<file path="src/hdl/id_ctrl_pkg.sv">
`default_nettype none

package id_ctrl_pkg;

    typedef enum logic [2:0] {
        IMM_NONE,
        IMM_I,
        IMM_S,
        IMM_B,
        IMM_U,
        IMM_J
    } imm_sel_e;

    // Base of the target adder
    typedef enum logic [1:0] {
        TGT_NONE,
        TGT_BR,
        TGT_JAL,
        TGT_JALR
    } tgt_sel_e;

    // Where the rs1 value for JALR comes from
    typedef enum logic [1:0] {
        FWD_RF,
        FWD_EX,
        FWD_MEM,
        FWD_WB
    } fwd_sel_e;

    typedef struct packed {
        imm_sel_e imm_sel;
        tgt_sel_e tgt_sel;
        fwd_sel_e fwd_sel;
        logic     tgt_en;
    } id_ctrl_t;

endpackage

`default_nettype wire

</file>
<file path="src/hdl/rv_isa_pkg.sv">
`default_nettype none

package rv_isa_pkg;

    // Major opcodes
    localparam logic [6:0] OPC_LUI       = 7'b0110111;
    localparam logic [6:0] OPC_AUIPC     = 7'b0010111;
    localparam logic [6:0] OPC_JAL       = 7'b1101111;
    localparam logic [6:0] OPC_JALR      = 7'b1100111;
    localparam logic [6:0] OPC_BRANCH    = 7'b1100011;
    localparam logic [6:0] OPC_LOAD      = 7'b0000011;
    localparam logic [6:0] OPC_STORE     = 7'b0100011;
    localparam logic [6:0] OPC_ARI_ITYPE = 7'b0010011;
    localparam logic [6:0] OPC_ARI_RTYPE = 7'b0110011;
    localparam logic [6:0] OPC_SYSTEM    = 7'b1110011;

    // Branch funct3
    localparam logic [2:0] FNC_BEQ  = 3'b000;
    localparam logic [2:0] FNC_BNE  = 3'b001;
    localparam logic [2:0] FNC_BLT  = 3'b100;
    localparam logic [2:0] FNC_BGE  = 3'b101;
    localparam logic [2:0] FNC_BLTU = 3'b110;
    localparam logic [2:0] FNC_BGEU = 3'b111;

    // Load funct3
    localparam logic [2:0] FNC_LB  = 3'b000;
    localparam logic [2:0] FNC_LH  = 3'b001;
    localparam logic [2:0] FNC_LW  = 3'b010;
    localparam logic [2:0] FNC_LBU = 3'b100;
    localparam logic [2:0] FNC_LHU = 3'b101;

    // Store funct3
    localparam logic [2:0] FNC_SB = 3'b000;
    localparam logic [2:0] FNC_SH = 3'b001;
    localparam logic [2:0] FNC_SW = 3'b010;

    // Arithmetic funct3
    localparam logic [2:0] FNC_ADD_SUB = 3'b000;
    localparam logic [2:0] FNC_SLL     = 3'b001;
    localparam logic [2:0] FNC_SLT     = 3'b010;
    localparam logic [2:0] FNC_SLTU    = 3'b011;
    localparam logic [2:0] FNC_XOR     = 3'b100;
    localparam logic [2:0] FNC_SRL_SRA = 3'b101;
    localparam logic [2:0] FNC_OR      = 3'b110;
    localparam logic [2:0] FNC_AND     = 3'b111;

    // addi x0, x0, 0
    localparam logic [31:0] NOP_INST = 32'h0000_0013;

    // One instruction word, four field layouts
    typedef union packed {
        struct packed {
            logic [6:0] funct7;
            logic [4:0] rs2;
            logic [4:0] rs1;
            logic [2:0] funct3;
            logic [4:0] rd;
            logic [6:0] opcode;
        } r_fmt;
        struct packed {
            logic [11:0] imm;
            logic [4:0]  rs1;
            logic [2:0]  funct3;
            logic [4:0]  rd;
            logic [6:0]  opcode;
        } i_fmt;
        // Also carries the B immediate
        struct packed {
            logic [6:0] imm_hi;
            logic [4:0] rs2;
            logic [4:0] rs1;
            logic [2:0] funct3;
            logic [4:0] imm_lo;
            logic [6:0] opcode;
        } s_fmt;
        // Also carries the J immediate
        struct packed {
            logic [19:0] imm;
            logic [4:0]  rd;
            logic [6:0]  opcode;
        } u_fmt;
    } inst_u;

endpackage

`default_nettype wire

</file>
<file path="src/hdl/id_control.sv">
`timescale 1ns/1ps
`default_nettype none

module id_control (
    input  wire rv_isa_pkg::inst_u     inst,
    input  wire rv_isa_pkg::inst_u     ex_inst,
    input  wire rv_isa_pkg::inst_u     mem_inst,
    input  wire rv_isa_pkg::inst_u     wb_inst,
    output id_ctrl_pkg::id_ctrl_t      ctrl,
    output logic                       stall
);

    // True when a later-stage instruction updates its rd
    function automatic logic writes_rd(input rv_isa_pkg::inst_u i);
        logic [6:0] opc;
        opc = i.r_fmt.opcode;
        return (opc != rv_isa_pkg::OPC_STORE) &&
               (opc != rv_isa_pkg::OPC_BRANCH) &&
               (opc != rv_isa_pkg::OPC_SYSTEM) &&
               (i.r_fmt.rd != 5'd0) &&
               (i != rv_isa_pkg::NOP_INST);
    endfunction

    logic [6:0] opcode;
    logic [2:0] funct3;
    logic [4:0] rs1;
    logic [4:0] rs2;
    logic       has_rs1;
    logic       has_rs2;
    logic       is_store;
    logic       ex_wr;
    logic       mem_wr;
    logic       wb_wr;
    logic       ex_load;
    logic       load_rs1_hit;
    logic       load_rs2_hit;

    assign opcode = inst.r_fmt.opcode;
    assign funct3 = inst.r_fmt.funct3;
    assign rs1    = inst.r_fmt.rs1;
    assign rs2    = inst.r_fmt.rs2;

    assign has_rs1 = (opcode != rv_isa_pkg::OPC_LUI) &&
                     (opcode != rv_isa_pkg::OPC_AUIPC) &&
                     (opcode != rv_isa_pkg::OPC_JAL);
    assign has_rs2 = (opcode == rv_isa_pkg::OPC_ARI_RTYPE) ||
                     (opcode == rv_isa_pkg::OPC_STORE) ||
                     (opcode == rv_isa_pkg::OPC_BRANCH);
    assign is_store = (opcode == rv_isa_pkg::OPC_STORE);

    assign ex_wr  = writes_rd(ex_inst);
    assign mem_wr = writes_rd(mem_inst);
    assign wb_wr  = writes_rd(wb_inst);

    // Load in EX whose result is not ready for ID
    assign ex_load      = (ex_inst.r_fmt.opcode == rv_isa_pkg::OPC_LOAD) && ex_wr;
    assign load_rs1_hit = ex_load && (rs1 == ex_inst.r_fmt.rd);
    assign load_rs2_hit = ex_load && (rs2 == ex_inst.r_fmt.rd);

    // Only the address register of a store can stall
    assign stall = is_store ? load_rs1_hit :
                   ((has_rs1 && load_rs1_hit) || (has_rs2 && load_rs2_hit));

    always_comb begin
        ctrl.imm_sel = id_ctrl_pkg::IMM_NONE;
        ctrl.tgt_sel = id_ctrl_pkg::TGT_NONE;
        ctrl.tgt_en  = 1'b0;

        // Youngest producer wins
        if (ex_wr && rs1 == ex_inst.r_fmt.rd) begin
            ctrl.fwd_sel = id_ctrl_pkg::FWD_EX;
        end else if (mem_wr && rs1 == mem_inst.r_fmt.rd) begin
            ctrl.fwd_sel = id_ctrl_pkg::FWD_MEM;
        end else if (wb_wr && rs1 == wb_inst.r_fmt.rd) begin
            ctrl.fwd_sel = id_ctrl_pkg::FWD_WB;
        end else begin
            ctrl.fwd_sel = id_ctrl_pkg::FWD_RF;
        end

        case (opcode)
            rv_isa_pkg::OPC_ARI_ITYPE: begin
                // Shift amount sits in the low immediate bits
                ctrl.imm_sel = id_ctrl_pkg::IMM_I;
            end
            rv_isa_pkg::OPC_LOAD: begin
                case (funct3)
                    rv_isa_pkg::FNC_LB, rv_isa_pkg::FNC_LH, rv_isa_pkg::FNC_LW,
                    rv_isa_pkg::FNC_LBU, rv_isa_pkg::FNC_LHU:
                        ctrl.imm_sel = id_ctrl_pkg::IMM_I;
                    default: ;
                endcase
            end
            rv_isa_pkg::OPC_STORE: begin
                case (funct3)
                    rv_isa_pkg::FNC_SB, rv_isa_pkg::FNC_SH, rv_isa_pkg::FNC_SW:
                        ctrl.imm_sel = id_ctrl_pkg::IMM_S;
                    default: ;
                endcase
            end
            rv_isa_pkg::OPC_BRANCH: begin
                case (funct3)
                    rv_isa_pkg::FNC_BEQ, rv_isa_pkg::FNC_BNE, rv_isa_pkg::FNC_BLT,
                    rv_isa_pkg::FNC_BGE, rv_isa_pkg::FNC_BLTU, rv_isa_pkg::FNC_BGEU: begin
                        ctrl.imm_sel = id_ctrl_pkg::IMM_B;
                        ctrl.tgt_sel = id_ctrl_pkg::TGT_BR;
                        ctrl.tgt_en  = 1'b1;
                    end
                    default: ;
                endcase
            end
            rv_isa_pkg::OPC_JAL: begin
                ctrl.imm_sel = id_ctrl_pkg::IMM_J;
                ctrl.tgt_sel = id_ctrl_pkg::TGT_JAL;
                ctrl.tgt_en  = 1'b1;
            end
            rv_isa_pkg::OPC_JALR: begin
                ctrl.imm_sel = id_ctrl_pkg::IMM_I;
                ctrl.tgt_sel = id_ctrl_pkg::TGT_JALR;
                // Wait for the load to reach MEM
                ctrl.tgt_en  = !load_rs1_hit;
            end
            rv_isa_pkg::OPC_LUI, rv_isa_pkg::OPC_AUIPC: begin
                ctrl.imm_sel = id_ctrl_pkg::IMM_U;
            end
            default: ;
        endcase
    end

endmodule

`default_nettype wire

</file>
<file path="src/hdl/id_stage.sv">
`timescale 1ns/1ps
`default_nettype none

module id_stage (
    input  wire                    clk,
    input  wire                    rst_n,
    input  wire rv_isa_pkg::inst_u inst,
    input  wire logic [31:0]       pc,
    input  wire logic [31:0]       rf_rs1,
    input  wire logic [31:0]       ex_result,
    input  wire logic [31:0]       mem_result,
    input  wire logic [31:0]       wb_result,
    output logic [31:0]            imm,
    output logic [31:0]            target,
    output logic                   target_valid,
    output logic                   stall
);

    rv_isa_pkg::inst_u     ex_inst;
    rv_isa_pkg::inst_u     mem_inst;
    rv_isa_pkg::inst_u     wb_inst;
    id_ctrl_pkg::id_ctrl_t ctrl;

    id_control i_id_control (
        .inst     (inst),
        .ex_inst  (ex_inst),
        .mem_inst (mem_inst),
        .wb_inst  (wb_inst),
        .ctrl     (ctrl),
        .stall    (stall)
    );

    imm_gen i_imm_gen (
        .inst (inst),
        .ctrl (ctrl),
        .imm  (imm)
    );

    target_gen i_target_gen (
        .clk          (clk),
        .rst_n        (rst_n),
        .ctrl         (ctrl),
        .pc           (pc),
        .imm          (imm),
        .rf_rs1       (rf_rs1),
        .ex_result    (ex_result),
        .mem_result   (mem_result),
        .wb_result    (wb_result),
        .target       (target),
        .target_valid (target_valid)
    );

    inst_pipe i_inst_pipe (
        .clk      (clk),
        .rst_n    (rst_n),
        .inst     (inst),
        .stall    (stall),
        .ex_inst  (ex_inst),
        .mem_inst (mem_inst),
        .wb_inst  (wb_inst)
    );

endmodule

`default_nettype wire

</file>
<file path="src/hdl/imm_gen.sv">
`timescale 1ns/1ps
`default_nettype none

module imm_gen (
    input  wire rv_isa_pkg::inst_u     inst,
    input  wire id_ctrl_pkg::id_ctrl_t ctrl,
    output logic [31:0]                imm
);

    logic i_sign;
    logic s_sign;
    logic u_sign;

    // Bit 31 viewed through each layout
    assign i_sign = inst.i_fmt.imm[11];
    assign s_sign = inst.s_fmt.imm_hi[6];
    assign u_sign = inst.u_fmt.imm[19];

    always_comb begin
        case (ctrl.imm_sel)
            id_ctrl_pkg::IMM_I:
                imm = {{20{i_sign}}, inst.i_fmt.imm};
            id_ctrl_pkg::IMM_S:
                imm = {{20{s_sign}}, inst.s_fmt.imm_hi, inst.s_fmt.imm_lo};
            id_ctrl_pkg::IMM_B:
                imm = {{20{s_sign}}, inst.s_fmt.imm_lo[0], inst.s_fmt.imm_hi[5:0],
                       inst.s_fmt.imm_lo[4:1], 1'b0};
            id_ctrl_pkg::IMM_U:
                imm = {inst.u_fmt.imm, 12'd0};
            // imm[20|10:1|11|19:12] in the upper 20 bits
            id_ctrl_pkg::IMM_J:
                imm = {{12{u_sign}}, inst.u_fmt.imm[7:0], inst.u_fmt.imm[8],
                       inst.u_fmt.imm[18:9], 1'b0};
            default:
                imm = 32'd0;
        endcase
    end

endmodule

`default_nettype wire

</file>
<file path="src/hdl/inst_pipe.sv">
`timescale 1ns/1ps
`default_nettype none

module inst_pipe (
    input  wire                    clk,
    input  wire                    rst_n,
    input  wire rv_isa_pkg::inst_u inst,
    input  wire                    stall,
    output rv_isa_pkg::inst_u      ex_inst,
    output rv_isa_pkg::inst_u      mem_inst,
    output rv_isa_pkg::inst_u      wb_inst
);

    always_ff @(posedge clk) begin
        if (!rst_n) begin
            ex_inst  <= rv_isa_pkg::NOP_INST;
            mem_inst <= rv_isa_pkg::NOP_INST;
            wb_inst  <= rv_isa_pkg::NOP_INST;
        end else begin
            // Bubble into EX, ID holds its instruction
            if (stall) begin
                ex_inst <= rv_isa_pkg::NOP_INST;
            end else begin
                ex_inst <= inst;
            end
            mem_inst <= ex_inst;
            wb_inst  <= mem_inst;
        end
    end

endmodule

`default_nettype wire

</file>
<file path="src/hdl/target_gen.sv">
`timescale 1ns/1ps
`default_nettype none

module target_gen (
    input  wire                        clk,
    input  wire                        rst_n,
    input  wire id_ctrl_pkg::id_ctrl_t ctrl,
    input  wire logic [31:0]           pc,
    input  wire logic [31:0]           imm,
    input  wire logic [31:0]           rf_rs1,
    input  wire logic [31:0]           ex_result,
    input  wire logic [31:0]           mem_result,
    input  wire logic [31:0]           wb_result,
    output logic [31:0]                target,
    output logic                       target_valid
);

    logic [31:0] rs1_fwd;
    logic [31:0] base;
    logic [31:0] sum;
    logic        is_jalr;

    always_comb begin
        case (ctrl.fwd_sel)
            id_ctrl_pkg::FWD_EX:  rs1_fwd = ex_result;
            id_ctrl_pkg::FWD_MEM: rs1_fwd = mem_result;
            id_ctrl_pkg::FWD_WB:  rs1_fwd = wb_result;
            default:              rs1_fwd = rf_rs1;
        endcase
    end

    assign is_jalr = (ctrl.tgt_sel == id_ctrl_pkg::TGT_JALR);

    // Branches and JAL are PC relative
    assign base = is_jalr ? rs1_fwd : pc;
    assign sum  = base + imm;

    always_ff @(posedge clk) begin
        if (!rst_n) begin
            target_valid <= 1'b0;
        end else begin
            target_valid <= ctrl.tgt_en;
        end
    end

    always_ff @(posedge clk) begin
        if (ctrl.tgt_en) begin
            // JALR drops the low bit
            target <= is_jalr ? {sum[31:1], 1'b0} : sum;
        end
    end

endmodule

`default_nettype wire

</file>
<file path="config.mk">
export PLATFORM = sky130hd
export DESIGN_NAME = id_stage
export DESIGN_NICKNAME = d
export VERILOG_FILES = /design/src/hdl/id_ctrl_pkg.sv /design/src/hdl/rv_isa_pkg.sv /design/src/hdl/id_control.sv /design/src/hdl/id_stage.sv /design/src/hdl/imm_gen.sv /design/src/hdl/inst_pipe.sv /design/src/hdl/target_gen.sv
export SDC_FILE = /design/constraint.sdc
export NUM_CORES = 1
export LEC_CHECK = 0
export BUFFER_PORTS_ARGS = -buffer_cell sky130_fd_sc_hd__buf_4
export CORE_MARGIN = 5
export CORE_UTILIZATION = 45
export CTS_CLUSTER_SIZE = 30
export DETAILED_ROUTE_END_ITERATION = 12
export PLACE_DENSITY = 0.87
export SYNTH_ARGS = -nofsm -noshare
export SYNTH_HDL_FRONTEND = slang
export SYNTH_SLANG_ARGS = --single-unit
</file>
<file path="constraint.sdc">
create_clock -name clk -period 7.3 [get_ports clk]
set_input_delay 0.365 -clock clk [delete_from_list [all_inputs] [get_ports clk]]
set_output_delay 0.365 -clock clk [all_outputs]
set_load 0.005 [all_outputs]
</file>
Word-level counts from Yosys, hierarchy flattened
Index checks and enable logic that the tools add are counted.
Widths: inputs -> output; s select.
{ "word_totals": {"out_inout_bits": 66, "in_bits": 194, "ff_bits": 129, "wordCells": 102} }
{ "op_classes": {"n_bitwise": 1, "addsub": 1, "n_eq_ne": 44, "reduce_logical": 36, "muxes": 14} }
{ "ops": {"columns": ["operator", "count"], "rows": [
  ["$pmux 32 s5", 1],
  ["$ne 32x5->1 const B", 3],
  ["$pmux 32 s3", 1],
  ["$ne 7x7->1 const B", 7],
  ["$add 32x32->32", 1],
  ["$mux 32", 1],
  ["$ne 7x6->1 const B", 4],
  ["$logic_and 1x1->1", 22],
  ["$eq 7x6->1 const B", 3],
  ["$eq 7x7->1 const B", 3],
  ["$eq 5x5->1", 4],
  ["$eq 3x3->1 const B", 6],
  ["$pmux 3 s6", 1],
  ["$reduce_bool 5->1", 3],
  ["$eq 7x2->1 const B", 2],
  ["$eq 7x5->1 const B", 2],
  ["$eq 3x2->1 const B", 3],
  ["$mux 2", 4],
  ["$ne 7x5->1 const B", 1],
  ["$eq 2x2->1 const B", 3],
  ["$eq 3x1->1 const B", 2],
  ["$pmux 2 s3", 1],
  ["$reduce_or 2->1", 3],
  ["$reduce_or 6->1", 1],
  ["10 further kinds", 14]
]} }

Depth between registers and ports, before layout
{ "depth": {"depth_word": 13, "mapped_depth": 19, "mapped_depth_nobuf": 18} }

By module
Synthesis repeated with hierarchy kept, for this count alone.
{ "hier_totals": {"cells_unflattened": 723, "hier_area_um2": 7556.0} }
{ "modules_own_cells": {"columns": ["module", "area_each_um2", "seq_area_each_um2", "n_inst", "cells_each"], "rows": [
  ["target_gen", 3947.5, 980.9, 1, 377],
  ["inst_pipe", 2673.8, 1921.8, 1, 205],
  ["id_control", 544.3, 0.0, 1, 75],
  ["imm_gen", 390.4, 0.0, 1, 66]
]} }

Worst setup path before layout
OpenSTA, ideal clock, no wires.
{ "synth_timing": {"path_kind": "input -> register", "start": "in inst[15] (netlist bit)", "end": "reg i_target_gen.target[30], data pin", "arrival_time_ns": 3.932, "cell_stages": 17, "setup_slack_ns": 3.106, "path_cell_list": "clkbuf_1 xnor2_1 nand2_1 o311ai_1 buf_2 mux2i_1 o21ai_1 ha_1 fa_1 a21o_1 a21oi_1 o21ai_0 a21boi_0 o21ai_1 a31oi_1 o31ai_1 xnor2_1"} }
{ "synth_via": {"elab_chain_len": 9} }
{ "synth_lines": {"columns": ["item", "line_no", "text"], "rows": [
  ["start: declaration", "id_stage.sv:7", "input wire rv_isa_pkg::inst_u inst,"],
  ["$eq 5x5->1", "id_control.sv:74", "end else if (wb_wr && rs1 == wb_inst.r_fmt.rd) begin"],
  ["$logic_and 1x1->1", "id_control.sv:74", null],
  ["$mux 2", "id_control.sv:74", null],
  ["$mux 2", "id_control.sv:72", "end else if (mem_wr && rs1 == mem_inst.r_fmt.rd) begin"],
  ["$mux 2", "id_control.sv:70", "if (ex_wr && rs1 == ex_inst.r_fmt.rd) begin"],
  ["$eq 2x2->1 or $eq 2x1->1 (tied branches)", "target_gen.sv:24", "case (ctrl.fwd_sel)"],
  ["$pmux 32 s3", "target_gen.sv:24", null],
  ["$mux 32", "target_gen.sv:35", "assign base = is_jalr ? rs1_fwd : pc;"],
  ["$add 32x32->32 *", "target_gen.sv:36", "assign sum = base + imm;"],
  ["via i_target_gen.sum[30]", "target_gen.sv:20", "logic [31:0] sum;"],
  ["end signal: assignment", "target_gen.sv:49", "target <= is_jalr ? {sum[31:1], 1'b0} : sum;"],
  ["end: declaration", "target_gen.sv:14", "output logic [31:0] target,"]
]} }
Mark *: on every way through the listed nets, which the timed path passes. The rest lies on a longest branch.
A chain may end at the register's enable or synchronous reset.

Final worst setup path
{ "layout_timing": {"start": "reg i_inst_pipe.mem_inst[8] (netlist bit)", "end": "reg i_target_gen.target[31], data pin"} }
{ "layout_via": {"elab_chain_len": 10} }
{ "layout_lines": {"columns": ["item", "line_no", "text"], "rows": [
  ["start: declaration", "inst_pipe.sv:10", "output rv_isa_pkg::inst_u mem_inst,"],
  ["start signal: assignment", "inst_pipe.sv:17", "mem_inst <= rv_isa_pkg::NOP_INST;"],
  ["start signal: assignment", "inst_pipe.sv:26", "mem_inst <= ex_inst;"],
  ["parallel branches: the longest is 3 deep, another holds $ne 32x5->1", null, null],
  ["$logic_and 1x1->1 *", "id_control.sv:72", null],
  ["$mux 2 *", "id_control.sv:72", null],
  ["$mux 2 *", "id_control.sv:70", null],
  ["$eq 2x2->1 or $eq 2x1->1 (tied branches)", "target_gen.sv:24", null],
  ["$pmux 32 s3 *", "target_gen.sv:24", null],
  ["$mux 32 *", "target_gen.sv:35", null],
  ["$add 32x32->32 *", "target_gen.sv:36", null],
  ["via i_target_gen.sum[31]", "target_gen.sv:20", null]
]} }
Mark *: on every way through the listed nets, which the timed path passes.

==> metrics.txt <==
drt wl/cell=19.22 um; min Tclk post-route=4955 ps; part of the Yosys area used for sequential elements=30.02%; Leak=0.004033 uW; PnR Total Power=1118 uW; Period Utilization, post-route=67.87%; CP arrival=5030 ps; worst min-delay path class=in2reg; top_reg_cell synth=dfxtp_1; CTS max path bufs=2; die area=14940 sq um; crit path launch=i_inst_pipe.mem_inst[8]; Slowest-stage cell, CP=buf_4; achievable frequency=0.2018 GHz; Hold Startpoint=inst[0]; startpoint types=flip-flop; I/O Buffers=259; clk_skew=6.932 ps; routability cong.=1.005; first-pass GRT wire length=31.46 mm; DR iter-0 viols=586; fin. max-slew vios=0; count of final setup violators=0; MaxCap Viol Count=0; Worst R2R Start=i_inst_pipe.mem_inst[8]; Setup crit end kind=flip-flop; CTS sink count=69; ant diodes=0; crit path kind=reg2reg; number of global-route vias before repair=5871; DRT Pass-1 Iters=5; EDFF count, synth=32; worst vdd ir=0.1127 mV; Yosys cell types=55; Core Box Area=12470 sq um; outcome=complete, no violations; CP Max Fanout=34; Cell Area, Synth=5668 sq um; Ys Warns=0; latest clock arrival within the worst-skew pair=330 ps; Die H=122.2 um; htree depth=3; Fin Setup TNS=0 ps; Final HPWL DP=17.85 mm; cts bufs inserted=9; routed vias=6135; Detail Route Antenna Nets=0; Area Growth Syn to Fin=42.65%; pwr/cell area=138.3 nW/um^2; root buf cell=clkbuf_16; ys async rst share=0%; Nets=1151; # IOs=260; Remaining DRCs=0; Fin. Hold Viols=0; Net Count, Synth=910; CTS resizes=0; Slew @ Worst Pin=722.4 ps; standard-cell rows=41; Starting Density=45.47%; Post-CTS Setup Inserts=0; WHS=236.2 ps; CTS tree=done; slew margin rel.=51.47%; die width=122.2 um; synthesized flop and latch total=69; initial antenna violation count=0; Clock Pin Slew Worst Setup and Hold Paths=60 ps; final WL=21.18 mm; Tot GR Track Use=27.50%; Crit path largest cell delay=500 ps; crit path cell chain=nor4_1 > nor2_1 > o2111ai_4 > buf_4 > o311ai_4 > buf_4 > mux2i_1 > o21ai_0 > ha_1 > a2111oi_0 > o21ai_0 > nand3_1 > a211oi_1 > o21ai_0 > a21oi_1 > a221oi_1 > xnor2_1; hold_buf cts=0; WP data required=7380 ps; largest net degree at the start of global routing=67; via/cell ratio=5.567; Mean Syn Cell Area=8.286 sq um; layout cells sized above 1=31.61%; Post-Synthesis Cells=684; unrepaired setup endpoints after global routing=no; Remaining Overflow, GRT=0; most frequent CP cell=o21ai_0
==> through the flow <==
stage / cell area [sq um] / utilization (%) / std cells / setup slack, ps
global placement: 7789 / 62.48 / 1086 / 2451
floorplan: 5668 / - / 684 / 3106
finish: 8085 / 64.86 / 1102 / 2345
detailed placement: 7789 / 62.48 / 1086 / 2275
global route: 8085 / 64.86 / 1102 / 2000
CTS: 8085 / 64.86 / 1102 / 2392
==> layout make-up <==
class,instances,area (sq um)
Fill cell,1075,4380
Inverter,19,71.32
Multi-Input combinational cell,561,3811
Tap cell,172,215.2
Clock buffer,9,225.2
Clock inverter,7,71.32
Sequential cell,69,1702
Timing Repair Buffer,265,1989
==> cell families after synthesis <==
family	share of synthesized area [%]
adders and majority gates	7.196
and+or+nand+nor	18.98
AOI/OAI and AO/OA	21.90
DFF	30.02
buffers and inverters	3.841
muxes	10.95
xor gates and xnor gates	7.108
==> metal layers <==
metal	vias to the layer above	part of all wire, %	track usage (%)	wire [um]
met5	-	0	0	0
met4	0	3.7	11.06	794
met3	61	9.2	6.313	1940
met2	372	47	43.63	9856
met1	2747	41	36.31	8588
li1	2955	-	-	-
==> worst paths after layout <==
path / cells past startpoint / to / slack (ps)
worst max register to register: 17 / i_target_gen.target[31] / 2350
worst min register to register: 1 / i_inst_pipe.mem_inst[0] / 430
worst max-delay path: 17 / i_target_gen.target[31] / 2350
worst min-delay path: 2 / i_inst_pipe.ex_inst[0] / 240
==> state kept, by name, summed over array words and instances, names as in the netlist <==
name                       cells
i_inst_pipe.ex_inst           12
i_inst_pipe.mem_inst          12
i_inst_pipe.wb_inst           12
i_target_gen.target           32
i_target_gen.target_valid      1
==> critical path, delay by kind of cell (launching register included) <==
kind / cells / cell delay (ps)
and+or+nand+nor: 3 / 560
xor gates and xnor gates: 1 / 110
adders and majority gates: 1 / 390
muxes: 1 / 180
DFF: 1 / 330
buffers and inverters: 2 / 860
AOI/OAI and AO/OA: 9 / 2250
==> report_power, final <==
part | total, uW | switching, uW | internal [uW]
clock | 424 | 183 | 241
combinational | 269 | 128 | 141
sequential | 425 | 6.69 | 418
==> cells in the mapped netlist (5+ instances only) <==
cell type   n  area share, %
nand2_1    94            6.2
inv_1      19            1.3
o21bai_1    5           0.66
or3_1       5           0.55
ha_1       31            6.8
nand2b_1   12            1.3
and3_1     14            1.5
mux2i_1    62             11
xor2_1     15            2.3
xnor2_1    31            4.8
nand3_1    10           0.88
edfxtp_1   32             17
o2111ai_1   6           0.93
o21ai_0    83            7.3
clkbuf_1   28            1.9
buf_2       6           0.53
nor2_1     19            1.3
a21oi_1    42            3.7
nor3_1     10           0.88
a21o_1     30            4.0
and2_1     30            3.3
dfxtp_1    37             13
==> layout by cell type (no fill, tap or decap), types with 19 or more instances in the layout <==
cell type  count
and2_1        30
o21ai_0       83
buf_4        265
xnor2_1       31
nand2_1       94
a21oi_1       42
inv_1         19
dfxtp_1       37
a21o_1        30
edfxtp_1      32
mux2i_1       62
nor2_1        19
ha_1          31
Power figures use the tool's default switching activity.
